### config.mk
export PLATFORM = sky130hd
export DESIGN_NAME = histTop
export DESIGN_NICKNAME = d
export VERILOG_FILES = /design/src/logic/histPkg.sv /design/src/logic/histBinRam.sv /design/src/logic/histAccumulator.sv /design/src/logic/histController.sv /design/src/logic/histTop.sv
export SDC_FILE = /design/constraint.sdc
export NUM_CORES = 1
export LEC_CHECK = 0
export BUFFER_PORTS_ARGS = -buffer_cell sky130_fd_sc_hd__buf_4
export CORE_MARGIN = 3
export CORE_UTILIZATION = 55
export CTS_CLUSTER_SIZE = 16
export DETAILED_ROUTE_END_ITERATION = 10
export MAX_ROUTING_LAYER = met4
export PLACE_DENSITY = 0.75
export SYNTH_ARGS = -nofsm -noshare
export SYNTH_HDL_FRONTEND = slang
export SYNTH_HIERARCHICAL = 1
export SYNTH_SLANG_ARGS = --single-unit
### constraint.sdc
create_clock -name clk -period 3.53 [get_ports clk]
set_input_delay 0.706 -clock clk [delete_from_list [all_inputs] [get_ports clk]]
set_output_delay 0.706 -clock clk [all_outputs]
set_load 0.01 [all_outputs]
### src/logic/histPkg.sv
package histPkg;

    // run phase seen by the datapath
    typedef enum logic [1:0] {
        phaseIdle  = 2'd0,  // no RAM traffic, pipeline may still drain
        phaseClear = 2'd1,  // zero sweep over all bins
        phaseAcc   = 2'd2,  // events accepted
        phaseRead  = 2'd3   // bins streamed out in address order
    } histPhase_e;

    // The bin RAM returns read data one clock after rdEn. The accumulator
    // pipeline and its forwarding paths are laid out for exactly this delay.
    localparam int ramLatency = 1;

endpackage

### src/logic/histBinRam.sv
`timescale 1ns/1ps

module histBinRam #(
    parameter int binBits   = 4,
    parameter int countBits = 4
) (
    input  logic                 clk,
    input  logic                 wrEn,
    input  logic [binBits-1:0]   wrAddr,
    input  logic [countBits-1:0] wrData,
    input  logic                 rdEn,
    input  logic [binBits-1:0]   rdAddr,
    output logic [countBits-1:0] rdData
);

    localparam int numBins = 2 ** binBits;

    logic [countBits-1:0] mem [numBins];  // one count per bin

    // write port
    always_ff @(posedge clk) begin
        if (wrEn) begin
            mem[wrAddr] <= wrData;
        end
    end

    // registered read, old data on same-address collision
    always_ff @(posedge clk) begin
        if (rdEn) begin
            rdData <= mem[rdAddr];
        end
    end

endmodule

### src/logic/histAccumulator.sv
`timescale 1ns/1ps

module histAccumulator import histPkg::*; #(
    parameter int binBits   = 4,
    parameter int countBits = 4
) (
    input  logic                 clk,
    input  logic                 res,
    input  histPhase_e           phase,
    input  logic [binBits-1:0]   sweepAddr,
    input  logic [binBits-1:0]   data,
    input  logic                 dataValid,
    input  logic [countBits-1:0] rdData,
    output logic                 eventTaken,
    output logic                 wrEn,
    output logic [binBits-1:0]   wrAddr,
    output logic [countBits-1:0] wrData,
    output logic                 rdEn,
    output logic [binBits-1:0]   rdAddr,
    output logic                 outValid,
    output logic [binBits-1:0]   outAddr,
    output logic [countBits-1:0] outCount
);

    localparam logic [countBits-1:0] maxCount = '1;

    logic                 evValid;     // event waiting for its read data
    logic [binBits-1:0]   evAddr;
    logic                 prevWrEn;    // write committed one cycle earlier
    logic [binBits-1:0]   prevWrAddr;
    logic [countBits-1:0] prevWrData;
    logic [countBits-1:0] baseCount;   // freshest count of evAddr
    logic [countBits-1:0] nextCount;
    logic                 clearPhase;
    logic                 readPhase;

    assign clearPhase = (phase == phaseClear);
    assign readPhase  = (phase == phaseRead);

    // only strobes inside the accumulate phase count
    assign eventTaken = (phase == phaseAcc) && dataValid;

    // read port is shared by the event lookup and the readout sweep
    assign rdEn   = eventTaken || readPhase;
    assign rdAddr = readPhase ? sweepAddr : data;

    // Stage 1 is the strobe cycle: the read goes out and the event is
    // registered. Stage 2 sees rdData one cycle later. Up to two writes
    // to the same bin may not be visible in rdData yet. The one sitting
    // in the write register lands this cycle, and the one before it
    // collided with our read, which returned the old value.
    always_comb begin
        if (wrEn && (wrAddr == evAddr)) begin
            baseCount = wrData;          // newest write wins
        end else if (prevWrEn && (prevWrAddr == evAddr)) begin
            baseCount = prevWrData;
        end else begin
            baseCount = rdData;
        end
    end

    // hold at full scale instead of wrapping
    assign nextCount = (baseCount == maxCount) ? maxCount : baseCount + 1'b1;

    // stage control
    always_ff @(posedge clk or negedge res) begin
        if (!res) begin
            evValid  <= 1'b0;
            wrEn     <= 1'b0;
            prevWrEn <= 1'b0;
            outValid <= 1'b0;
        end else begin
            evValid  <= eventTaken;
            wrEn     <= clearPhase || evValid;
            prevWrEn <= wrEn;
            outValid <= readPhase;  // data follows the read by one clock
        end
    end

    // stage payload
    always_ff @(posedge clk) begin
        evAddr <= data;
        if (clearPhase) begin
            wrAddr <= sweepAddr;
            wrData <= '0;           // zero sweep
        end else begin
            wrAddr <= evAddr;
            wrData <= nextCount;
        end
        prevWrAddr <= wrAddr;
        prevWrData <= wrData;
        outAddr    <= sweepAddr;    // aligned with rdData
    end

    assign outCount = rdData;

endmodule

### src/logic/histController.sv
`timescale 1ns/1ps

module histController import histPkg::*; #(
    parameter int binBits   = 4,
    parameter int acqLength = 40
) (
    input  logic               clk,
    input  logic               res,
    input  logic               start,
    input  logic               eventTaken,
    output histPhase_e         phase,
    output logic [binBits-1:0] sweepAddr,
    output logic               acquiring,
    output logic               done
);

    localparam int cntBits     = $clog2(acqLength + 1);
    localparam int drainCycles = ramLatency + 1;  // read stage plus write stage
    localparam int drainBits   = $clog2(drainCycles + 1);

    localparam logic [binBits-1:0]   lastAddr  = '1;
    localparam logic [cntBits-1:0]   lastEvent = cntBits'(acqLength - 1);
    localparam logic [drainBits-1:0] lastDrain = drainBits'(drainCycles - 1);

    localparam logic [2:0] stIdle  = 3'd0;
    localparam logic [2:0] stClear = 3'd1;
    localparam logic [2:0] stAcc   = 3'd2;
    localparam logic [2:0] stDrain = 3'd3;
    localparam logic [2:0] stRead  = 3'd4;

    logic [2:0]           state;
    logic [cntBits-1:0]   eventCount;  // events taken this run
    logic [drainBits-1:0] drainCount;
    logic                 lastRead;    // last bin read issued one cycle ago

    always_ff @(posedge clk or negedge res) begin
        if (!res) begin
            state      <= stIdle;
            sweepAddr  <= '0;
            eventCount <= '0;
            drainCount <= '0;
            lastRead   <= 1'b0;
            done       <= 1'b0;
        end else begin
            lastRead <= (state == stRead) && (sweepAddr == lastAddr);
            done     <= lastRead;  // last outValid has just left
            case (state)
                stIdle: begin
                    if (start && !lastRead) begin  // still busy while lastRead
                        state     <= stClear;
                        sweepAddr <= '0;
                    end
                end
                stClear: begin
                    sweepAddr <= sweepAddr + 1'b1;  // wraps to 0 for the readout
                    if (sweepAddr == lastAddr) begin
                        state      <= stAcc;
                        eventCount <= '0;
                    end
                end
                stAcc: begin
                    if (eventTaken) begin
                        if (eventCount == lastEvent) begin
                            state      <= stDrain;
                            drainCount <= '0;
                        end else begin
                            eventCount <= eventCount + 1'b1;
                        end
                    end
                end
                stDrain: begin
                    if (drainCount == lastDrain) begin
                        state <= stRead;
                    end else begin
                        drainCount <= drainCount + 1'b1;
                    end
                end
                stRead: begin
                    sweepAddr <= sweepAddr + 1'b1;
                    if (sweepAddr == lastAddr) begin
                        state <= stIdle;
                    end
                end
                default: state <= stIdle;
            endcase
        end
    end

    // drain shows as idle so no new event gets in
    always_comb begin
        case (state)
            stClear: phase = phaseClear;
            stAcc:   phase = phaseAcc;
            stRead:  phase = phaseRead;
            default: phase = phaseIdle;
        endcase
    end

    assign acquiring = (state == stAcc);

endmodule

### src/logic/histTop.sv
`timescale 1ns/1ps

module histTop import histPkg::*; #(
    parameter int binBits   = 4,
    parameter int countBits = 4,
    parameter int acqLength = 40
) (
    input  logic                 clk,
    input  logic                 res,
    input  logic                 start,
    input  logic [binBits-1:0]   data,
    input  logic                 dataValid,
    output logic                 acquiring,
    output logic                 outValid,
    output logic [binBits-1:0]   outAddr,
    output logic [countBits-1:0] outCount,
    output logic                 done
);

    histPhase_e           phase;
    logic [binBits-1:0]   sweepAddr;   // bin being cleared or read
    logic                 eventTaken;
    logic                 wrEn;
    logic [binBits-1:0]   wrAddr;
    logic [countBits-1:0] wrData;
    logic                 rdEn;
    logic [binBits-1:0]   rdAddr;
    logic [countBits-1:0] rdData;

    histController #(
        .binBits   (binBits),
        .acqLength (acqLength)
    ) ctrl_i (
        .clk        (clk),
        .res        (res),
        .start      (start),
        .eventTaken (eventTaken),
        .phase      (phase),
        .sweepAddr  (sweepAddr),
        .acquiring  (acquiring),
        .done       (done)
    );

    histAccumulator #(
        .binBits   (binBits),
        .countBits (countBits)
    ) acc_i (
        .clk        (clk),
        .res        (res),
        .phase      (phase),
        .sweepAddr  (sweepAddr),
        .data       (data),
        .dataValid  (dataValid),
        .rdData     (rdData),
        .eventTaken (eventTaken),
        .wrEn       (wrEn),
        .wrAddr     (wrAddr),
        .wrData     (wrData),
        .rdEn       (rdEn),
        .rdAddr     (rdAddr),
        .outValid   (outValid),
        .outAddr    (outAddr),
        .outCount   (outCount)
    );

    histBinRam #(
        .binBits   (binBits),
        .countBits (countBits)
    ) ram_i (
        .clk    (clk),
        .wrEn   (wrEn),
        .wrAddr (wrAddr),
        .wrData (wrData),
        .rdEn   (rdEn),
        .rdAddr (rdAddr),
        .rdData (rdData)
    );

endmodule

==> run metrics, run 1 <==
Leak Pwr=roughly 2.1 nW; syn nets=~360; Nets=approximately 380; Hold Path Class=input port to async pin; Main synth FF type=edfxtp_1; Synth cell types=between 50 and 60; GRT Util Overall=22.4%; Crit path largest cell delay=roughly 0.63 ns; final WL=slightly below 10 mm; final hold slack=~0.074 ns; Reg clk slew, reported paths=~0.050 ns; Reg power frac=between 40 and 50%; CP Capture Type=register; Clk Latency, worst-skew pair=around 0.52 ns; Antenna diodes=0; final hold vios=0; Layout area overhead=14.7%; internal power=about 0.0031 W; sequential element share of the synthesized area=a little over three fifths; Via Count=2994; RR Startpoint=ctrl_i/state[1]; most frequent cells in the layout=edfxtp_1 (68), nand2_1 (30), nor2_1 (24), dfxtp_1 (24), dfrtp_1 (21); Clock Skews=~0.013 ns; via count of the first global-routing pass=about 3k; Yosys Warn Count=6; r2r setup slk=a little over 0.4 ns; clock root cell=clkbuf_8; required time worst endpoint=3.79 ns; Mapped Area=~4800 um^2; Worst Path Max Fanout=16; Sw Share=30.5%; total CTS buffers=17; Slew HR=approximately 51%; DP Wirelength=6.47 mm; Final Cycle Share=around nine tenths; area of the core=around 8400 um^2; Critical R2R Capture=ram_i/rdData[3]; CP max-delay cell=mux4_1; Syn Inst Count=about 350; die height=about 100 um; I/O pins=19; cts hold-fix bufs=0; RSZ-0062 raised after global routing=no; Clock Sink Count=113; Clk network pwr share=35.0%; critical setup path kind=register to register; pin count of the biggest net entering global routing=22; EDFF count, synth=68; CTS tree=built; switching pwr=between 0.001 and 0.0015 W; die area=9960 um^2; syn avg cell area=about 14 um^2; H-tree depth=4; setup TNS=0 ns; final setup vio count=0; pre-CTS WS=0.287 ns; Reg2Reg Depth=7; wire length per cell=about 20 um; input/output buffers=18; max-slew violation count=0; Worst Path Arrival=roughly 3.4 ns; Placement Rows=33; Combinational Power Share=between 10% and 20%; min cycle time layout=3.12 ns; GP Congestion=around 0.87; CTS Buffer Depth=2; outcome=finished, final reports clean; PD cells=around 800 nW/um^2; total grt overflow=0; global-route wire length before repair=16.0 mm; Slew @ Worst Pin=around 0.72 ns; initial DRC count=~220; die boundary width=~100 um; Initial Util=approximately 58%; postcts setup bufs=0; Max Cap Viol=0; Max Fclk=between 300 and 400 MHz; Yosys reg bits=between 100 and 150; VDD IR max=between 0.0005 and 0.0006 V; Vias/cell=between 6 and 7; drt pass-1 iters=4; ys async rst share=18.6%; Post-DRT Antenna Nets=0; CP startpoint kind=register; most common cell after layout, fill and taps aside=edfxtp_1; PostCTS Resize Cnt=0; CP cell instances=nand2b_1 -> a21oi_1 -> nand2_1 -> mux2_4 -> mux4_1 -> a22oi_1 -> nand3_1; drc violations=0; initial antenna violation count=0; layout cell share with drive strength beyond 1=between 10% and 20%; Final WS setup=0.409 ns
cells by family after synthesis:
family | share of synthesized area [%]
AO/OA/AOI/OAI | 8.64
XOR/XNOR | 1.27
adder cells (fa/ha/maj) | 1.03
buffers and inverters | 3.13
flip-flops | 63.0
multiplexers | 10.1
AND/OR/NAND/NOR | 12.8
worst max-delay path by stage:
stage / cells past startpoint / slack, ns / start / end
floorplan: 11 / 0.88 / ctrl_i/state[0] / ram_i/rdData[1]
global placement: 7 / 0.43 / ctrl_i/state[2] / ram_i/rdData[3]
detailed placement: 7 / 0.29 / ctrl_i/state[2] / ram_i/rdData[3]
CTS: 7 / 0.25 / ctrl_i/state[1] / ram_i/rdData[3]
global route: 7 / 0.18 / ctrl_i/state[1] / ram_i/rdData[3]
finish: 7 / 0.41 / ctrl_i/state[1] / ram_i/rdData[3]
stage by stage:
stage	cells	util [%]	instance area (um^2)	total power, W
after detailed placement	458	59.5	4990	0.00291
final	490	66.2	5550	0.00446
after global routing	490	66.2	5550	0.00470
after global placement	458	59.5	4990	0.00286
after floorplan	351	-	4840	0.00263
after CTS	490	66.2	5550	0.00448
area by class of cell:
type | count | area [um^2]
Clock buffer | 24 | 514
Clock inverter | 8 | 43.8
Fill cell | 587 | 2830
Inverter | 9 | 33.8
Multi-Input combinational cell | 213 | 1640
Sequential cell | 113 | 3050
Tap cell | 105 | 131
Timing Repair Buffer | 18 | 135
flip-flops by register name (all words and copies together) (netlist names), 2 cells and up:
register,flops
ctrl_i/sweepAddr,4
ram_i/mem,64
ram_i/rdData,4
acc_i/evAddr,4
acc_i/wrAddr,4
ctrl_i/state,3
acc_i/prevWrData,4
acc_i/outAddr,4
ctrl_i/drainCount,2
ctrl_i/eventCount,6
acc_i/wrData,4
acc_i/prevWrAddr,4
power groups by stage:
stage               sequential [W]  clock [W]  combinational [W]
global route               0.00209    0.00165           0.000955
detailed placement         0.00207          0           0.000845
finish                     0.00204    0.00156           0.000853
floorplan                  0.00191          0           0.000724
global placement           0.00205          0           0.000807
CTS                        0.00204    0.00159           0.000853
layer usage:
layer / track usage, % / vias up / share of wire (%)
met5: - / - / 0
met3: 8.55 / 15 / 5.9
met4: 9.98 / 0 / 1.9
met2: 32.2 / 98 / 48
met1: 28.5 / 1487 / 44
li1: - / 1394 / -
critical path: cells and delay by family (launching register included):
kind               cells  cell delay (ns)
AOI/OAI and AO/OA      2             0.59
DFF                    1             0.60
muxes                  2             1.08
and+or+nand+nor        3             0.60
cells in the mapped netlist (5+ instances only):
cell	number	area, um^2
nor2b_1	8	50.1
a21oi_1	15	75.1
mux4_1	14	368
edfxtp_1	68	2040
a22oi_1	6	45.0
nand2b_1	8	50.1
xnor2_1	6	52.6
dfrtp_1	21	526
o21ai_1	5	25.0
nand2_1	30	113
and3_1	5	31.3
a31oi_1	6	37.5
nor2_1	24	90.1
nand3_1	15	75.1
mux2_2	5	56.3
dfxtp_1	24	480
inv_1	8	30.0
clkbuf_1	5	18.8
nor3_1	9	45.0
Power figures use the tool's default switching activity.
==> run 2: changes to the inputs <==
--- a/config.mk
+++ b/config.mk
@@ -7,11 +7,11 @@
 export LEC_CHECK = 0
 export BUFFER_PORTS_ARGS = -buffer_cell sky130_fd_sc_hd__buf_4
 export CORE_MARGIN = 3
-export CORE_UTILIZATION = 55
+export CORE_UTILIZATION = 35
 export CTS_CLUSTER_SIZE = 16
 export DETAILED_ROUTE_END_ITERATION = 10
 export MAX_ROUTING_LAYER = met4
-export PLACE_DENSITY = 0.75
+export PLACE_DENSITY = 0.53
 export SYNTH_ARGS = -nofsm -noshare
 export SYNTH_HDL_FRONTEND = slang
 export SYNTH_HIERARCHICAL = 1
==> run 2 against run 1 <==
Against the previous run:
- register-to-register slack worse by 0.06 ns
- hold slack improved by 0.11 ns
- global-route usage fell by 7.7 points
- critical endpoint is now ram_i/rdData[1]
==> run metrics, run 2 (same netlist as run 1, synthesis figures left out) <==
CTS tree=built; total CTS buffers=17; Critical R2R Capture=ram_i/rdData[1]; final WL=10.0 mm; Leak Pwr=about 2.1 nW; initial antenna violation count=0; Vias/cell=5.20; Reg clk slew, reported paths=about 0.050 ns; Max Fclk=between 300 and 400 MHz; drc violations=0; gr busiest metal=met2; r2r setup slk=between 0.3 and 0.4 ns; setup TNS=0 ns; max reg flops=64; layout cell share with drive strength beyond 1=between 10% and 20%; biggest regs=ram_i/mem x64, ctrl_i/eventCount x6; Placement Rows=42; cts hold-fix bufs=0; met1 Use GR=18.1%; Layout area overhead=17.3%; Via Count=a little under 3k; max-slew violation count=0; die boundary width=124 um; critical setup path kind=register to register; CP Capture Type=register; area of the core=about 13000 um^2; Slew @ Worst Pin=between 0.7 and 0.8 ns; Worst Path Arrival=approximately 3.3 ns; pin count of the biggest net entering global routing=22; Clock Sink Count=approximately 110; Clk Latency, worst-skew pair=0.40 ns; Clock Skews=0.00525 ns; GP Congestion=roughly 0.77; Top Family by Delay on Critical Path=multiplexers; wire length per cell=about 18 um; Slew HR=a little over half; min cycle time layout=approximately 3.2 ns; RR Startpoint=ctrl_i/state[1]; crit path buf inv count=0; Post-Route Utilization=a little over two fifths; total grt overflow=0; final hold slack=about 0.19 ns; outcome=finished, final reports clean; final setup vio count=0; H-tree depth=4; GRT Util Overall=14.7%; PD cells=around 800 nW/um^2; via count of the first global-routing pass=2912; initial DRC count=~200; final hold vios=0; Hold Path Class=input port to async pin; Worst Path Max Fanout=16; Top reg by flops=ram_i/mem; CP max-delay cell=mux2_2; drt pass-1 iters=4; global-route wire length before repair=about 16 mm; CP cell instances=nand2b_1 -> a21oi_1 -> nand2_1 -> mux2_2 -> mux4_1 -> a22oi_1 -> nand3_1; DP Wirelength=~6.9 mm; VDD IR max=between 0.0003 and 0.0004 V; Crit path largest cell delay=0.64 ns; Final Cycle Share=between 90% and 100%; input/output buffers=18; PostCTS Resize Cnt=0; Post-DRT Antenna Nets=0; most common cell after layout, fill and taps aside=edfxtp_1; grt met3 use=3.50%; postcts setup bufs=0; CP startpoint kind=register; die height=~120 um; Reg2Reg Depth=7; CTS Buffer Depth=2; Antenna diodes=0; met2 usage in global routing=a little under a quarter; Initial Util=between 30 and 40%; clock root cell=clkbuf_16; RSZ-0062 raised after global routing=no; die area=around 15000 um^2; most frequent cells in the layout=edfxtp_1 (68), nand2_1 (30), nor2_1 (24), dfxtp_1 (24), dfrtp_1 (21); Max Cap Viol=0; required time worst endpoint=around 3.7 ns; Nets=between 300 and 400; I/O pins=19
run 2: changes by cell type in the layout (fill, tap and decap cells not counted), moves of 2 or more:
cell / before / now
clkbuf_1: 3 / 0
buf_4: 18 / 20
clkinv_2: 5 / 7
inv_4: 3 / 1
clkbuf_8: 2 / 4
run 2: layer usage:
layer | up-vias | share of wire (%)
li1 | 1396 | -
met1 | 1456 | 45
met2 | 57 | 50
met3 | 16 | 3.4
met4 | 0 | 1.8
met5 | - | 0
run 2: metrics by stage:
step	instance area [um^2]	power, W	setup slack, ns	instances
after detailed placement	5090	0.00294	0.411	531
after global placement	5090	0.00291	0.525	531
after floorplan	4840	0.00263	0.885	351
final	5680	0.00454	0.348	563
after global routing	5680	0.00479	0.116	563
after CTS	5680	0.00459	0.385	563
run 2: where the power goes:
part	internal, W	switching, W	total, W
clock network	0.00107	0.000557	0.00163
logic	0.000393	0.000492	0.000885
registers	0.00172	0.000302	0.00202
run 2: layout make-up:
| cell class | instances | area [um^2] |
|---|---|---|
| repair buffers | 20 | 150 |
| fillers | 1215 | 7720 |
| well taps | 176 | 220 |
| clock inverters | 10 | 78.8 |
| clock buffers | 22 | 505 |
| inverters | 9 | 33.8 |
| flip-flops and latches | 113 | 3050 |
| multi-input cells | 213 | 1640 |
run 2: how the worst max path moves through the flow:
| stage | from | to | slack, ns | cells after the start |
|---|---|---|---|---|
| final | ctrl_i/state[1] | ram_i/rdData[1] | 0.35 | 7 |
| after CTS | ctrl_i/state[1] | ram_i/rdData[1] | 0.38 | 7 |
| after global placement | ctrl_i/state[1] | ram_i/rdData[3] | 0.52 | 7 |
| after floorplan | ctrl_i/state[0] | ram_i/rdData[1] | 0.88 | 11 |
| after detailed placement | ctrl_i/state[1] | ram_i/rdData[0] | 0.41 | 7 |
| after global routing | ctrl_i/state[1] | ram_i/rdData[0] | 0.12 | 7 |
run 2: worst reg2reg max path, delay by kind of cell (launching register included):
family / cells / cell delay (ns)
mux: 2 / 1.27
simple gates: 3 / 0.59
compound gates: 2 / 0.53
flops: 1 / 0.54
